File: config.mk
export PLATFORM = sky130hd
export DESIGN_NAME = xif_subsys_top
export DESIGN_NICKNAME = d
export VERILOG_FILES = /design/src/common/xif_pkg.sv /design/src/logic/xif_adapter.sv /design/src/coproc/coproc_decode.sv /design/src/coproc/coproc_execute.sv /design/src/coproc/coproc_result.sv /design/src/logic/xif_subsys_top.sv
export VERILOG_INCLUDE_DIRS = /design/src /design/src/common
export SDC_FILE = /design/constraint.sdc
export NUM_CORES = 1
export LEC_CHECK = 0
export BUFFER_PORTS_ARGS = -buffer_cell sky130_fd_sc_hd__buf_2
export CAP_MARGIN = 20
export CORE_AREA = 8 8 241 243
export CTS_CLUSTER_DIAMETER = 50
export DETAILED_ROUTE_END_ITERATION = 10
export DIE_AREA = 0 0 249 251
export SYNTH_ARGS = -nofsm -noshare
export SYNTH_HDL_FRONTEND = slang
export SYNTH_SLANG_ARGS = --single-unit
File: constraint.sdc
create_clock -name clk_i -period 15.5 [get_ports clk_i]
set_input_delay 0.775 -clock clk_i [delete_from_list [all_inputs] [get_ports clk_i]]
set_output_delay 0.775 -clock clk_i [all_outputs]
set_load 0.05 [all_outputs]
File: src/common/xif_consts.svh
// Widths, opcode and function codes for the extension interface subsystem
// Custom-0 major opcode only; R-type codes need funct7 of zero
`ifndef XIF_CONSTS_SVH
`define XIF_CONSTS_SVH

// Operand and id widths
`define XIF_XLEN 32
`define XIF_ID_W 4

// Register index width, fixed by the RISC-V encoding
`define XIF_REG_W 5

// Major opcode of the custom-0 space
`define XIF_OPC_CUSTOM0 7'b0001011

// R-type function codes
`define XIF_F3_ABSDIFF 3'd0
`define XIF_F3_MINU 3'd1
`define XIF_F3_MAXU 3'd2
`define XIF_F3_SATADD 3'd3

// I-type function codes
`define XIF_F3_RORI 3'd4
`define XIF_F3_SATADDI 3'd5

// Instructions held between issue and commit
`define XIF_EXE_SLOTS 2

`endif

File: src/common/xif_pkg.sv
// Types for both protocol versions and the coprocessor datapath
// The third source operand and extension context fields exist only on the newer side
`include "xif_consts.svh"

package xif_pkg;

  // Older, core-side protocol
  typedef struct packed {
    logic [`XIF_ID_W-1:0]          id;
    logic [31:0]                   instr;
    logic [1:0][`XIF_XLEN-1:0]     rs;
    logic [1:0]                    rs_valid;
  } core_issue_req_t;

  typedef struct packed {
    logic       accept;
    logic       writeback;
    logic [1:0] register_read;
  } core_issue_resp_t;

  typedef struct packed {
    logic [`XIF_ID_W-1:0] id;
    logic                 commit_kill;
  } core_commit_t;

  typedef struct packed {
    logic [`XIF_ID_W-1:0]  id;
    logic [`XIF_XLEN-1:0]  data;
    logic [`XIF_REG_W-1:0] rd;
    logic                  we;
  } core_result_t;

  // Newer, coprocessor-side protocol
  typedef struct packed {
    logic [1:0]                mode;
    logic [`XIF_ID_W-1:0]      id;
    logic [31:0]               instr;
    logic [2:0][`XIF_XLEN-1:0] rs;
    logic [2:0]                rs_valid;
    logic [5:0]                ecs;
    logic                      ecs_valid;
  } x_issue_req_t;

  typedef struct packed {
    logic       accept;
    logic       writeback;
    logic       dualwrite;
    logic [2:0] dualread;
    logic       loadstore;
    logic       ecswrite;
    logic       exc;
  } x_issue_resp_t;

  typedef struct packed {
    logic [`XIF_ID_W-1:0] id;
    logic                 commit_kill;
  } x_commit_t;

  typedef struct packed {
    logic [`XIF_ID_W-1:0]  id;
    logic [`XIF_XLEN-1:0]  data;
    logic [`XIF_REG_W-1:0] rd;
    logic                  we;
  } x_result_t;

  // Instruction word views
  typedef struct packed {
    logic [6:0]            funct7;
    logic [`XIF_REG_W-1:0] rs2;
    logic [`XIF_REG_W-1:0] rs1;
    logic [2:0]            funct3;
    logic [`XIF_REG_W-1:0] rd;
    logic [6:0]            opcode;
  } r_fmt_t;

  typedef struct packed {
    logic [11:0]           imm12;
    logic [`XIF_REG_W-1:0] rs1;
    logic [2:0]            funct3;
    logic [`XIF_REG_W-1:0] rd;
    logic [6:0]            opcode;
  } i_fmt_t;

  typedef union packed {
    r_fmt_t r;
    i_fmt_t i;
  } instr_u;

  typedef enum logic [2:0] {
    OP_ABSDIFF,
    OP_MINU,
    OP_MAXU,
    OP_SATADD,
    OP_RORI,
    OP_SATADDI
  } copro_op_e;

  typedef struct packed {
    logic [`XIF_ID_W-1:0]  id;
    copro_op_e             op;
    logic [`XIF_XLEN-1:0]  rs1;
    logic [`XIF_XLEN-1:0]  rs2;
    logic [11:0]           imm12;
    logic [`XIF_REG_W-1:0] rd;
    logic                  writeback;
  } copro_uop_t;

endpackage

File: src/logic/xif_adapter.sv
// Bridges the older issue/commit/result protocol to the newer one
// Assumes the core commits every issued id once and never reuses an id in flight
`include "xif_consts.svh"

module xif_adapter (
  input  logic                      clk_i,
  input  logic                      rst_i,
  input  logic                      core_issue_valid_i,
  output logic                      core_issue_ready_o,
  input  xif_pkg::core_issue_req_t  core_issue_req_i,
  output xif_pkg::core_issue_resp_t core_issue_resp_o,
  input  logic                      core_commit_valid_i,
  input  xif_pkg::core_commit_t     core_commit_i,
  output logic                      core_result_valid_o,
  input  logic                      core_result_ready_i,
  output xif_pkg::core_result_t     core_result_o,
  output logic                      x_issue_valid_o,
  input  logic                      x_issue_ready_i,
  output xif_pkg::x_issue_req_t     x_issue_req_o,
  input  xif_pkg::x_issue_resp_t    x_issue_resp_i,
  output logic                      x_commit_valid_o,
  output xif_pkg::x_commit_t        x_commit_o,
  input  logic                      x_result_valid_i,
  output logic                      x_result_ready_o,
  input  xif_pkg::x_result_t        x_result_i
);
  import xif_pkg::*;

  localparam int IDS = 2 ** `XIF_ID_W;

  // Issued but not yet committed, and accepted but not yet completed
  logic [IDS-1:0] issued_q;
  logic [IDS-1:0] outst_q;

  // Issue path
  assign x_issue_valid_o         = core_issue_valid_i;
  assign core_issue_ready_o      = x_issue_ready_i;
  assign x_issue_req_o.mode      = '0;
  assign x_issue_req_o.id        = core_issue_req_i.id;
  assign x_issue_req_o.instr     = core_issue_req_i.instr;
  assign x_issue_req_o.rs        = {{`XIF_XLEN{1'b0}}, core_issue_req_i.rs};
  assign x_issue_req_o.rs_valid  = {1'b0, core_issue_req_i.rs_valid};
  assign x_issue_req_o.ecs       = '0;
  assign x_issue_req_o.ecs_valid = 1'b0;

  assign core_issue_resp_o.accept        = x_issue_resp_i.accept;
  assign core_issue_resp_o.writeback     = x_issue_resp_i.writeback;
  // No instructions in flight on the core, so both registers are always read
  assign core_issue_resp_o.register_read = 2'b11;

  // Commits for rejected instructions never reach the coprocessor
  assign x_commit_valid_o = core_commit_valid_i && outst_q[core_commit_i.id];
  assign x_commit_o.id          = core_commit_i.id;
  assign x_commit_o.commit_kill = core_commit_i.commit_kill;

  // Result path
  assign core_result_valid_o = x_result_valid_i;
  assign x_result_ready_o    = core_result_ready_i;
  assign core_result_o.id    = x_result_i.id;
  assign core_result_o.data  = x_result_i.data;
  assign core_result_o.rd    = x_result_i.rd;
  assign core_result_o.we    = x_result_i.we;

  always_ff @(posedge clk_i) begin
    if (rst_i) begin
      issued_q <= '0;
      outst_q  <= '0;
    end else begin
      if (core_issue_valid_i && core_issue_ready_o) begin
        issued_q[core_issue_req_i.id] <= 1'b1;
        outst_q[core_issue_req_i.id]  <= x_issue_resp_i.accept;
      end
      if (core_commit_valid_i) begin
        issued_q[core_commit_i.id] <= 1'b0;
        if (core_commit_i.commit_kill) begin
          outst_q[core_commit_i.id] <= 1'b0;
        end
      end
      if (x_result_valid_i && x_result_ready_o) begin
        outst_q[x_result_i.id] <= 1'b0;
      end
    end
  end

  a_result_outstanding: assert property (@(posedge clk_i) disable iff (rst_i)
    x_result_valid_i |-> outst_q[x_result_i.id]);

  a_commit_issued: assert property (@(posedge clk_i) disable iff (rst_i)
    core_commit_valid_i |-> issued_q[core_commit_i.id]);

  a_resp_unsupported: assert property (@(posedge clk_i) disable iff (rst_i)
    x_issue_valid_o |->
      !(x_issue_resp_i.exc || x_issue_resp_i.dualwrite || x_issue_resp_i.loadstore));

endmodule

File: src/coproc/coproc_decode.sv
// Combinational decode of an offered custom-0 instruction
// R-type needs funct7 zero and both operands valid; I-type needs rs1 only
`include "xif_consts.svh"

module coproc_decode (
  input  logic                   x_issue_valid_i,
  input  xif_pkg::x_issue_req_t  x_issue_req_i,
  output xif_pkg::x_issue_resp_t x_issue_resp_o,
  output xif_pkg::copro_uop_t    uop_o,
  output logic                   uop_accept_o
);
  import xif_pkg::*;

  instr_u    ins;
  copro_op_e op;
  logic      known;
  logic      is_r;
  logic      opnd_ok;
  logic      accept;
  logic      wb;

  assign ins = x_issue_req_i.instr;

  always_comb begin
    op    = OP_ABSDIFF;
    known = 1'b1;
    is_r  = 1'b1;
    case (ins.r.funct3)
      `XIF_F3_ABSDIFF: op = OP_ABSDIFF;
      `XIF_F3_MINU:    op = OP_MINU;
      `XIF_F3_MAXU:    op = OP_MAXU;
      `XIF_F3_SATADD:  op = OP_SATADD;
      `XIF_F3_RORI: begin
        op   = OP_RORI;
        is_r = 1'b0;
      end
      `XIF_F3_SATADDI: begin
        op   = OP_SATADDI;
        is_r = 1'b0;
      end
      default: known = 1'b0;
    endcase
  end

  // I-type has its immediate where funct7 would be
  assign opnd_ok = is_r ? (ins.r.funct7 == 7'd0) && (x_issue_req_i.rs_valid[1:0] == 2'b11)
                        : x_issue_req_i.rs_valid[0];
  assign accept  = (ins.r.opcode == `XIF_OPC_CUSTOM0) && known && opnd_ok;
  assign wb      = accept && (ins.r.rd != '0);

  assign x_issue_resp_o.accept    = accept;
  assign x_issue_resp_o.writeback = wb;
  assign x_issue_resp_o.dualwrite = 1'b0;
  assign x_issue_resp_o.dualread  = 3'b000;
  assign x_issue_resp_o.loadstore = 1'b0;
  assign x_issue_resp_o.ecswrite  = 1'b0;
  assign x_issue_resp_o.exc       = 1'b0;

  assign uop_o.id        = x_issue_req_i.id;
  assign uop_o.op        = op;
  assign uop_o.rs1       = x_issue_req_i.rs[0];
  assign uop_o.rs2       = x_issue_req_i.rs[1];
  assign uop_o.imm12     = ins.i.imm12;
  assign uop_o.rd        = ins.r.rd;
  assign uop_o.writeback = wb;

  assign uop_accept_o = x_issue_valid_i && accept;

endmodule

File: src/coproc/coproc_execute.sv
// Holds accepted instructions in issue order until their commit
// Commits arrive in issue order; only the oldest slot executes or is dropped
// Issue ready is registered, so it is low during reset and for one cycle after
`include "xif_consts.svh"

module coproc_execute (
  input  logic                clk_i,
  input  logic                rst_i,
  input  logic                uop_accept_i,
  input  xif_pkg::copro_uop_t uop_i,
  input  logic                x_issue_valid_i,
  output logic                x_issue_ready_o,
  input  logic                x_commit_valid_i,
  input  xif_pkg::x_commit_t  x_commit_i,
  input  logic                res_full_i,
  output logic                res_valid_o,
  output xif_pkg::x_result_t  res_o
);
  import xif_pkg::*;

  localparam int SLOTS = `XIF_EXE_SLOTS;
  localparam int CNT_W = $clog2(SLOTS + 1);
  localparam int IDX_W = $clog2(SLOTS);
  localparam logic [`XIF_XLEN-1:0] SMAX = {1'b0, {(`XIF_XLEN-1){1'b1}}};
  localparam logic [`XIF_XLEN-1:0] SMIN = {1'b1, {(`XIF_XLEN-1){1'b0}}};

  copro_uop_t             slot_q [SLOTS];
  copro_uop_t             slot_n [SLOTS];
  copro_uop_t             head;
  logic [SLOTS-1:0]       cmt_q, cmt_n;
  logic [SLOTS-1:0]       kill_q, kill_n;
  logic [CNT_W-1:0]       cnt_q, cnt_n, wr_cnt;
  logic [IDX_W-1:0]       tgt;
  logic                   rdy_q;
  logic                   push, pop;
  logic                   head_cmt, head_kill;
  logic [2*`XIF_XLEN-1:0] rot;
  logic [`XIF_XLEN-1:0]   imm_sx;
  logic [`XIF_XLEN-1:0]   data;

  function automatic logic [`XIF_XLEN-1:0] sat_add(input logic [`XIF_XLEN-1:0] a,
                                                   input logic [`XIF_XLEN-1:0] b);
    logic [`XIF_XLEN:0] sum;
    sum = {a[`XIF_XLEN-1], a} + {b[`XIF_XLEN-1], b};
    if (sum[`XIF_XLEN] != sum[`XIF_XLEN-1]) begin
      return sum[`XIF_XLEN] ? SMIN : SMAX;
    end
    return sum[`XIF_XLEN-1:0];
  endfunction

  // Oldest slot that has not seen its commit yet
  always_comb begin
    tgt = '0;
    for (int i = SLOTS - 1; i >= 0; i--) begin
      if (!cmt_q[i]) tgt = IDX_W'(i);
    end
  end

  assign head      = slot_q[0];
  assign head_cmt  = cmt_q[0] || (x_commit_valid_i && (tgt == '0));
  assign head_kill = cmt_q[0] ? kill_q[0] : x_commit_i.commit_kill;
  // A killed head leaves even when the result queue is full
  assign pop  = (cnt_q != '0) && head_cmt && (head_kill || !res_full_i);
  assign push = x_issue_valid_i && uop_accept_i && rdy_q;

  assign x_issue_ready_o = rdy_q;

  always_comb begin
    rot    = {head.rs1, head.rs1} >> head.imm12[4:0];
    imm_sx = {{(`XIF_XLEN-12){head.imm12[11]}}, head.imm12};
    case (head.op)
      OP_ABSDIFF: data = (head.rs1 > head.rs2) ? head.rs1 - head.rs2 : head.rs2 - head.rs1;
      OP_MINU:    data = (head.rs1 < head.rs2) ? head.rs1 : head.rs2;
      OP_MAXU:    data = (head.rs1 > head.rs2) ? head.rs1 : head.rs2;
      OP_SATADD:  data = sat_add(head.rs1, head.rs2);
      OP_RORI:    data = rot[`XIF_XLEN-1:0];
      default:    data = sat_add(head.rs1, imm_sx);
    endcase
  end

  assign res_valid_o = pop && !head_kill;
  assign res_o.id    = head.id;
  assign res_o.data  = data;
  assign res_o.rd    = head.rd;
  assign res_o.we    = head.writeback;

  always_comb begin
    slot_n = slot_q;
    cmt_n  = cmt_q;
    kill_n = kill_q;
    if (x_commit_valid_i) begin
      cmt_n[tgt]  = 1'b1;
      kill_n[tgt] = x_commit_i.commit_kill;
    end
    // Shift toward the head so slot 0 stays the oldest
    if (pop) begin
      for (int i = 0; i < SLOTS - 1; i++) begin
        slot_n[i] = slot_n[i+1];
      end
      cmt_n  = cmt_n >> 1;
      kill_n = kill_n >> 1;
    end
    wr_cnt = cnt_q - CNT_W'(pop);
    if (push) begin
      slot_n[wr_cnt[IDX_W-1:0]] = uop_i;
      cmt_n[wr_cnt[IDX_W-1:0]]  = 1'b0;
      kill_n[wr_cnt[IDX_W-1:0]] = 1'b0;
    end
    cnt_n = cnt_q + CNT_W'(push) - CNT_W'(pop);
  end

  always_ff @(posedge clk_i) begin
    if (rst_i) begin
      cnt_q  <= '0;
      cmt_q  <= '0;
      kill_q <= '0;
      rdy_q  <= 1'b0;
    end else begin
      cnt_q  <= cnt_n;
      cmt_q  <= cmt_n;
      kill_q <= kill_n;
      rdy_q  <= (cnt_n < CNT_W'(SLOTS));
    end
  end

  always_ff @(posedge clk_i) begin
    slot_q <= slot_n;
  end

  // The adapter only forwards commits for accepted ids, so they must line up
  a_commit_oldest: assert property (@(posedge clk_i) disable iff (rst_i)
    x_commit_valid_i |-> (CNT_W'(tgt) < cnt_q) && (slot_q[tgt].id == x_commit_i.id));

endmodule

File: src/coproc/coproc_result.sv
// Two-entry result queue toward the core
// Valid follows occupancy; the writer must not push while full is high
module coproc_result (
  input  logic               clk_i,
  input  logic               rst_i,
  input  logic               res_valid_i,
  input  xif_pkg::x_result_t res_i,
  output logic               res_full_o,
  output logic               x_result_valid_o,
  input  logic               x_result_ready_i,
  output xif_pkg::x_result_t x_result_o
);
  import xif_pkg::*;

  localparam int DEPTH = 2;
  localparam int PTR_W = $clog2(DEPTH);
  localparam int CNT_W = $clog2(DEPTH + 1);

  x_result_t        mem_q [DEPTH];
  logic [PTR_W-1:0] wr_ptr_q, rd_ptr_q;
  logic [CNT_W-1:0] cnt_q;
  logic             push, pop;

  assign push             = res_valid_i;
  assign pop              = x_result_valid_o && x_result_ready_i;
  assign res_full_o       = (cnt_q == CNT_W'(DEPTH));
  assign x_result_valid_o = (cnt_q != '0);
  assign x_result_o       = mem_q[rd_ptr_q];

  always_ff @(posedge clk_i) begin
    if (rst_i) begin
      wr_ptr_q <= '0;
      rd_ptr_q <= '0;
      cnt_q    <= '0;
    end else begin
      if (push) begin
        wr_ptr_q <= wr_ptr_q + 1'b1;
      end
      if (pop) begin
        rd_ptr_q <= rd_ptr_q + 1'b1;
      end
      cnt_q <= cnt_q + CNT_W'(push) - CNT_W'(pop);
    end
  end

  always_ff @(posedge clk_i) begin
    if (push) begin
      mem_q[wr_ptr_q] <= res_i;
    end
  end

  // Execute must hold committed work back while the queue is full
  a_no_overflow: assert property (@(posedge clk_i) disable iff (rst_i)
    res_valid_i |-> !res_full_o);

  a_stall_stable: assert property (@(posedge clk_i) disable iff (rst_i)
    x_result_valid_o && !x_result_ready_i |=> x_result_valid_o && $stable(x_result_o));

endmodule

File: src/logic/xif_subsys_top.sv
// Adapter plus integer coprocessor, seen from the core as the older protocol
// Only custom-0 instructions are accepted; everything else is rejected at issue
module xif_subsys_top (
  input  logic                      clk_i,
  input  logic                      rst_i,
  input  logic                      core_issue_valid_i,
  output logic                      core_issue_ready_o,
  input  xif_pkg::core_issue_req_t  core_issue_req_i,
  output xif_pkg::core_issue_resp_t core_issue_resp_o,
  input  logic                      core_commit_valid_i,
  input  xif_pkg::core_commit_t     core_commit_i,
  output logic                      core_result_valid_o,
  input  logic                      core_result_ready_i,
  output xif_pkg::core_result_t     core_result_o
);
  import xif_pkg::*;

  // Coprocessor-side protocol
  logic          x_issue_valid;
  logic          x_issue_ready;
  x_issue_req_t  x_issue_req;
  x_issue_resp_t x_issue_resp;
  logic          x_commit_valid;
  x_commit_t     x_commit;
  logic          x_result_valid;
  logic          x_result_ready;
  x_result_t     x_result;

  // Inside the coprocessor
  copro_uop_t    uop;
  logic          uop_accept;
  logic          res_valid;
  x_result_t     res;
  logic          res_full;

  xif_adapter i_xif_adapter (
    .clk_i               (clk_i),
    .rst_i               (rst_i),
    .core_issue_valid_i  (core_issue_valid_i),
    .core_issue_ready_o  (core_issue_ready_o),
    .core_issue_req_i    (core_issue_req_i),
    .core_issue_resp_o   (core_issue_resp_o),
    .core_commit_valid_i (core_commit_valid_i),
    .core_commit_i       (core_commit_i),
    .core_result_valid_o (core_result_valid_o),
    .core_result_ready_i (core_result_ready_i),
    .core_result_o       (core_result_o),
    .x_issue_valid_o     (x_issue_valid),
    .x_issue_ready_i     (x_issue_ready),
    .x_issue_req_o       (x_issue_req),
    .x_issue_resp_i      (x_issue_resp),
    .x_commit_valid_o    (x_commit_valid),
    .x_commit_o          (x_commit),
    .x_result_valid_i    (x_result_valid),
    .x_result_ready_o    (x_result_ready),
    .x_result_i          (x_result)
  );

  coproc_decode i_coproc_decode (
    .x_issue_valid_i (x_issue_valid),
    .x_issue_req_i   (x_issue_req),
    .x_issue_resp_o  (x_issue_resp),
    .uop_o           (uop),
    .uop_accept_o    (uop_accept)
  );

  coproc_execute i_coproc_execute (
    .clk_i            (clk_i),
    .rst_i            (rst_i),
    .uop_accept_i     (uop_accept),
    .uop_i            (uop),
    .x_issue_valid_i  (x_issue_valid),
    .x_issue_ready_o  (x_issue_ready),
    .x_commit_valid_i (x_commit_valid),
    .x_commit_i       (x_commit),
    .res_full_i       (res_full),
    .res_valid_o      (res_valid),
    .res_o            (res)
  );

  coproc_result i_coproc_result (
    .clk_i            (clk_i),
    .rst_i            (rst_i),
    .res_valid_i      (res_valid),
    .res_i            (res),
    .res_full_o       (res_full),
    .x_result_valid_o (x_result_valid),
    .x_result_ready_i (x_result_ready),
    .x_result_o       (x_result)
  );

endmodule

### Word-level counts from Yosys, hierarchy flattened

Memories as Yosys holds them, arrays and structs flattened. A register that Yosys moved wholly into a read port is not among the register bits.
Index checks and enable logic that the tools add are counted.

| storage, ports and cells | value |
|---|---|
| bits in registers | 205 |
| memory bits (writable) | 84 |
| input bits | 112 |
| output and inout port bits | 48 |
| logic and storage cells | 162 |
| memories | 1 |

| cells by class | value |
|---|---|
| $add $sub $neg | 11 |
| order comparisons | 15 |
| equal/unequal tests | 14 |
| shifts and indexed selects | 1 |
| multiplexer cells | 55 |
| bitwise logic cells | 10 |
| reduce and logical (&&, ||, !) cells | 33 |

Memories:

| name | words | width | read ports | clocked after memory_dff | write ports | line | RTL |
|---|---|---|---|---|---|---|---|
| i_coproc_result.mem_q | 2 | 42 | 1 | 1 | 1 | coproc_result.sv:19 | `x_result_t mem_q [DEPTH];` |

Operators with widths:

| kind | count |
|---|---|
| 32-bit 2-to-1 mux | 9 |
| 178-bit bitwise mux | 1 |
| 178-bit 2-to-1 mux | 1 |
| 89-bit 2-to-1 mux | 2 |
| 32-bit case mux with 5 select lines | 1 |
| 16-bit 2-to-1 mux | 6 |
| 89-bit demux with 1-bit select | 1 |
| 64-bit by 5-bit >> shifter with 32-bit output | 1 |
| 32-bit subtractor | 2 |
| 32-bit by 12-bit adder with 33-bit output | 1 |
| 32-bit by 32-bit adder with 33-bit output | 1 |
| 16-bit bitwise AND | 2 |
| 32-bit > comparator | 1 |
| 32-bit less-than comparator | 1 |
| 16-bit NOT | 2 |
| 1-bit logical AND | 20 |
| 1-bit 2-to-1 mux | 19 |
| 16-bit bitwise mux | 1 |
| 4-bit by 5-bit less-than comparator with 1-bit output (second input constant) | 3 |
| 3-bit case mux with 5 select lines | 1 |
| 1-bit demux with 4-bit select | 3 |
| 3-bit by 2-bit == test with 1-bit output (second input constant) | 4 |
| 4-bit by 1-bit >= comparator with 1-bit output (second input constant) | 3 |
| 2-bit 2-to-1 mux | 6 |
| 31 further kinds | 47 |

### Logic depth before layout (Yosys ltp)

| logic depth | value |
|---|---|
| depth in word-level cells | 15 |
| depth in mapped cells | 18 |
| mapped depth without buffers | 18 |

### By module

From an unflattened synthesis, not the netlist that was laid out.

| unflattened totals | value |
|---|---|
| cells, all modules | 2664 |
| area total of the unflattened synthesis | 24398.4 um2 |

Modules (own cells, without submodules):

| module | instances | cells each | area an instance (um2) | seq. area each (um2) |
|---|---|---|---|---|
| coproc_execute | 1 | 2057 | 17327.9 | 4594.4 |
| coproc_result | 1 | 154 | 3479.6 | 2622.5 |
| xif_adapter | 1 | 338 | 2736.4 | 320.3 |
| coproc_decode | 1 | 115 | 854.6 | 0.0 |

### Worst setup path after synthesis

No wires, ideal clock.

| timing path | value |
|---|---|
| kind | input port to flip-flop |
| start point | input core_commit_i[1] in the netlist's numbering |
| end point | register i_coproc_execute.cnt_q[1] |
| library setup time | 128 ps |
| arrival | 5695 ps |
| required time | 15372 ps |
| path slack | 9677 ps |
| stages | 14 |
| buffers on the path | 3 |
| cell sequence | buf_2 > mux4_2 > mux4_2 > and2_1 > clkbuf_1 > o21ai_2 > buf_4 > inv_1 > ha_1 > inv_1 > ha_1 > xnor2_1 > xnor2_1 > nor2b_1 |

| on the way | value |
|---|---|
| word-level cells in the longest chain between the ends | 8 |

Ends and longest elaborated chain:

| what | line | RTL |
|---|---|---|
| from (decl) | xif_subsys_top.sv:11 | `input xif_pkg::core_commit_t core_commit_i,` |
| 1-bit binary-select mux with 4-bit select | xif_adapter.sv:52 | `assign x_commit_valid_o = core_commit_valid_i && outst_q[core_commit_i.id];` |
| 1-bit 2-to-1 mux (not written as such) | xif_adapter.sv:52 |  |
| 1-bit logical AND | xif_adapter.sv:52 |  |
| 1-bit logical AND | coproc_execute.sv:60 | `assign head_cmt = cmt_q[0] \|\| (x_commit_valid_i && (tgt == '0));` |
| 1-bit logical OR | coproc_execute.sv:60 |  |
| 1-bit logical AND (2 in series) | coproc_execute.sv:63 | `assign pop = (cnt_q != '0) && head_cmt && (head_kill \|\| !res_full_i);` |
| 2-bit by 1-bit subtractor with 2-bit output | coproc_execute.sv:109 | `cnt_n = cnt_q + CNT_W'(push) - CNT_W'(pop);` |
| to (signal assigned) | coproc_execute.sv:119 | `cnt_q <= cnt_n;` |
| to (decl) | coproc_execute.sv:32 | `logic [CNT_W-1:0] cnt_q, cnt_n, wr_cnt;` |

Every way passes these cells. The select of a mux whose other input is x is not followed.
A chain may end at the register's enable or synchronous reset.

### Final worst setup path

| timing path | value |
|---|---|
| start point | register i_coproc_execute.slot_q, in the netlist i_coproc_execute.head[19] |
| end point | memory i_coproc_result.mem_q[0][29] in the netlist's numbering (data pin) |

| on the way | value |
|---|---|
| word-level cells in the longest chain between the ends | 6 |
| elaborated cells on any way between the ends | 15 |
| those cells by class | add/sub: 3; order compare: 2; eq/ne: 1; mux: 9 |

Ends and longest elaborated chain:

| what | line | RTL |
|---|---|---|
| from (decl) | coproc_execute.sv:27 | `copro_uop_t slot_q [SLOTS];` |
| from (signal assigned) | coproc_execute.sv:127 | `slot_q <= slot_n;` |
| 32-bit by 32-bit adder with 33-bit output | coproc_execute.sv:44 | `` sum = {a[`XIF_XLEN-1], a} + {b[`XIF_XLEN-1], b}; `` |
| 1-bit inequality test | coproc_execute.sv:45 | `` if (sum[`XIF_XLEN] != sum[`XIF_XLEN-1]) begin `` |
| 1-bit 2-to-1 mux | coproc_execute.sv:45 |  |
| 1-bit 2-to-1 mux | coproc_execute.sv:71 | `case (head.op)` |
| 32-bit 2-to-1 mux | coproc_execute.sv:48 | `` return sum[`XIF_XLEN-1:0]; `` |
| 32-bit case mux with 5 select lines * | coproc_execute.sv:71 |  |
| named net i_coproc_execute.data[23] | coproc_execute.sv:39 | `` logic [`XIF_XLEN-1:0] data; `` |
| to (decl) | coproc_result.sv:19 |  |

Mark *: on every way through the listed nets, which the timed path passes. The rest lies on a longest branch. The select of a mux whose other input is x is not followed.

==> metrics.yaml <==
setup_path:
  critPathMaxFanout: 18
  criticalPathCategory: "register to register"
  end_kind: "register"
  cp_slowest_cell: "a21oi_1"
  cpPeakStageDelay_ns: 0.83
  cpLargestDelayFamily: "compound AO/OA/AOI/OAI gates"
  arrival_ns: 6.51
  worstPathRequired_ns: 15.80
  start_kind: "register"
  path_buf_inv: 2
  path_cells: "inv_1, ha_1, nor2b_1, o311ai_0, a31oi_1, a211oi_1, o21ai_1, a41oi_1, o21bai_1, a21oi_1, xnor2_1, ha_1, a21oi_1, buf_4, o21ai_0, a31oi_1"
status:
  status: "finished clean"
cts:
  cts_tree: "done"
  cts_buffer_depth: 3
  insertion_delay_ns: 0.58
  h-tree-depth: 2
  ctsResizeCount: 0
  postCtsSetupBuffers: 0
  cts_hold_buf: 0
  cts_made_buffers: 37
  clock-sinks: 290
  clkTransAtPathRegs_ns: 0.06
  cts-root-buf: "clkbuf_16"
logic_synthesis:
  ys_types: 86
  ys_ff_latch: 290
  syn-cell-area_sq_um: 21500
  synth-edff-count: 173
  synth-async-reset-ratio: 0
  netlist_instances: 2382
  ys.flop_type: "edfxtp_1"
  avgSynthCellArea_sq_um: 9.02
  yosysWarnings: 0
  yosysSeqAreaShare: 0.351
global_route:
  grt_pass1_vias: 18499
  grt_overflow: 0
  grt_pass1_wl_um: 114000
  grtUsageTotal: 0.234
  antenna_found_initial: 7
  grt_max_degree: 104
routing:
  first_iter_violations: 2161
  routedWlPerCell_um: 23.8
  vias_per_cell: 6.00
  dr.pass1.iters: 6
  antenna_left: 0
  wl_um: 76500
  vias: 19235
  drc: 0
die:
  die_area_sq_um: 62500
  coreArea_sq_um: 54300
  die_y_um: 251
  row_count: 86
  chipWidth_um: 249
  io_pins: 160
  start_util: 0.396
place:
  place.gp.congestion: 1.02
  dp.cells: 3139
  io_buffers: 152
  dp_hpwl_um: 57600
layout:
  drive_gt1_frac: 0.152
  finalNetCount: 2726
  layout_commonest_cell: "nand2_1"
  area_delta_synth_final_pct: 12.3
  final_cell_mix: "nand2_1, a21oi_1, o21ai_0, edfxtp_1, nor2_1"
  layout.cells.non_filler: 3208
  insertedDiodeCount: 0
timing:
  drv_slew: 0
  finalHoldViolCount: 0
  period_needed_ns: 6.21
  finalSetupTns_ns: 0
  finalSetupViolCount: 0
  rsz0062_at_grt: "no"
  finalCritPeriodShare: 0.401
  fmax_mhz: 161
  fin_skew_ns: 0.0373
  relSlewSlack: 0.269
  tightest_slew_ns: 1.09
power:
  p_per_area_nw_per_um2: 91.5
  ir_drop_v: 0.0000777
  leakage_nw: 9.90
flow_run:
  cap_violations: 0
worst_hold_path:
  hp-class: "input pin to register"
path summary, 6_finish.rpt:
check / start / endpoint / slack [ns] / depth (start not counted)
worst min register to register: i_coproc_execute.res_o[4] / i_coproc_result.mem_q[1][4] / 0.45 / 0
worst min-delay path: core_issue_req_i[32] / register / 0.39 / 1
worst max-delay path: i_coproc_execute.head[19] / i_coproc_result.mem_q[0][29] / 9.29 / 16
worst max register to register: i_coproc_execute.head[19] / i_coproc_result.mem_q[0][29] / 9.29 / 16
synthesized netlist by cell type (6+ instances only):
cell	n	area, sq um
nand2_1	251	942
a21oi_1	240	1200
o21ai_0	182	911
edfxtp_1	173	5190
nor2_1	160	601
mux2i_1	139	1390
ha_1	135	1690
inv_1	126	473
dfxtp_1	117	2340
clkbuf_1	81	304
xnor2_1	77	674
mux2_2	60	676
nor3_1	40	200
buf_2	38	190
mux4_2	37	833
o22ai_1	33	206
o21ai_1	32	160
a31oi_1	31	194
a21o_1	28	210
nand3_1	25	125
o21bai_1	24	180
o221ai_1	19	166
nand2b_1	18	113
nand4_1	18	113
nor4_1	17	106
a211oi_1	16	120
xor2_1	16	140
nor2b_1	15	93.8
and3_1	13	81.3
o211ai_1	13	97.6
a2111oi_0	12	105
buf_1	12	45.0
o21a_1	12	90.1
o31ai_1	12	90.1
buf_4	11	82.6
a221o_1	10	100
a221oi_1	10	87.6
and2_1	8	50.1
a211o_1	7	61.3
or3_1	7	43.8
a32oi_1	6	52.6
nor3b_1	6	45.0
o311ai_0	6	52.6
o31a_1	6	52.6
layer usage:
metal | wire length, um | global-route usage
met4 | 4440 | 0.123
met5 | 30 | 0
met1 | 31200 | 0.298
met2 | 35100 | 0.378
met3 | 5670 | 0.0404
through the flow:
step / worst slack, ns / power [mW] / utilization / hold slack (ns) / cell area, sq um
5_1_grt: 9.01 / 2.29 / 0.444 / 0.366 / 24100
6_report: 9.29 / 2.21 / 0.444 / 0.385 / 24100
2_1_floorplan: 9.68 / 1.19 / - / 0.425 / 21500
3_3_place_gp: 9.46 / 1.35 / 0.421 / 0.429 / 22900
4_1_cts: 9.29 / 2.22 / 0.444 / 0.364 / 24100
3_5_place_dp: 9.31 / 1.35 / 0.421 / 0.438 / 22900
power breakdown:
group	total, mW	internal [mW]	switching (mW)
clock network	0.864	0.505	0.359
registers	0.848	0.840	0.00785
logic	0.498	0.155	0.342
cell type report:
cell class	instances	area (sq um)
timing repair buffer	198	1120
fill	5244	30200
clock buffer	48	997
tap	704	881
multi-input combinational	1818	12900
clock inverter	20	255
inverter	130	488
sequential	290	7540
cells by family (layout without fill, tap and decap cells):
logic type                 count (synthesis)  after routing  synth area share
AOI/OAI and AO/OA                        743            743             0.213
and+or+nand+nor                          604            604             0.127
DFF                                      290            290             0.351
buffers and inverters                    275            396            0.0532
muxes                                    236            236             0.135
adders and majority gates                140            140            0.0828
xor gates and xnor gates                  93             93            0.0379
other                                      1              2          0.000174
Note: power is estimated with default switching activity, not from simulation.
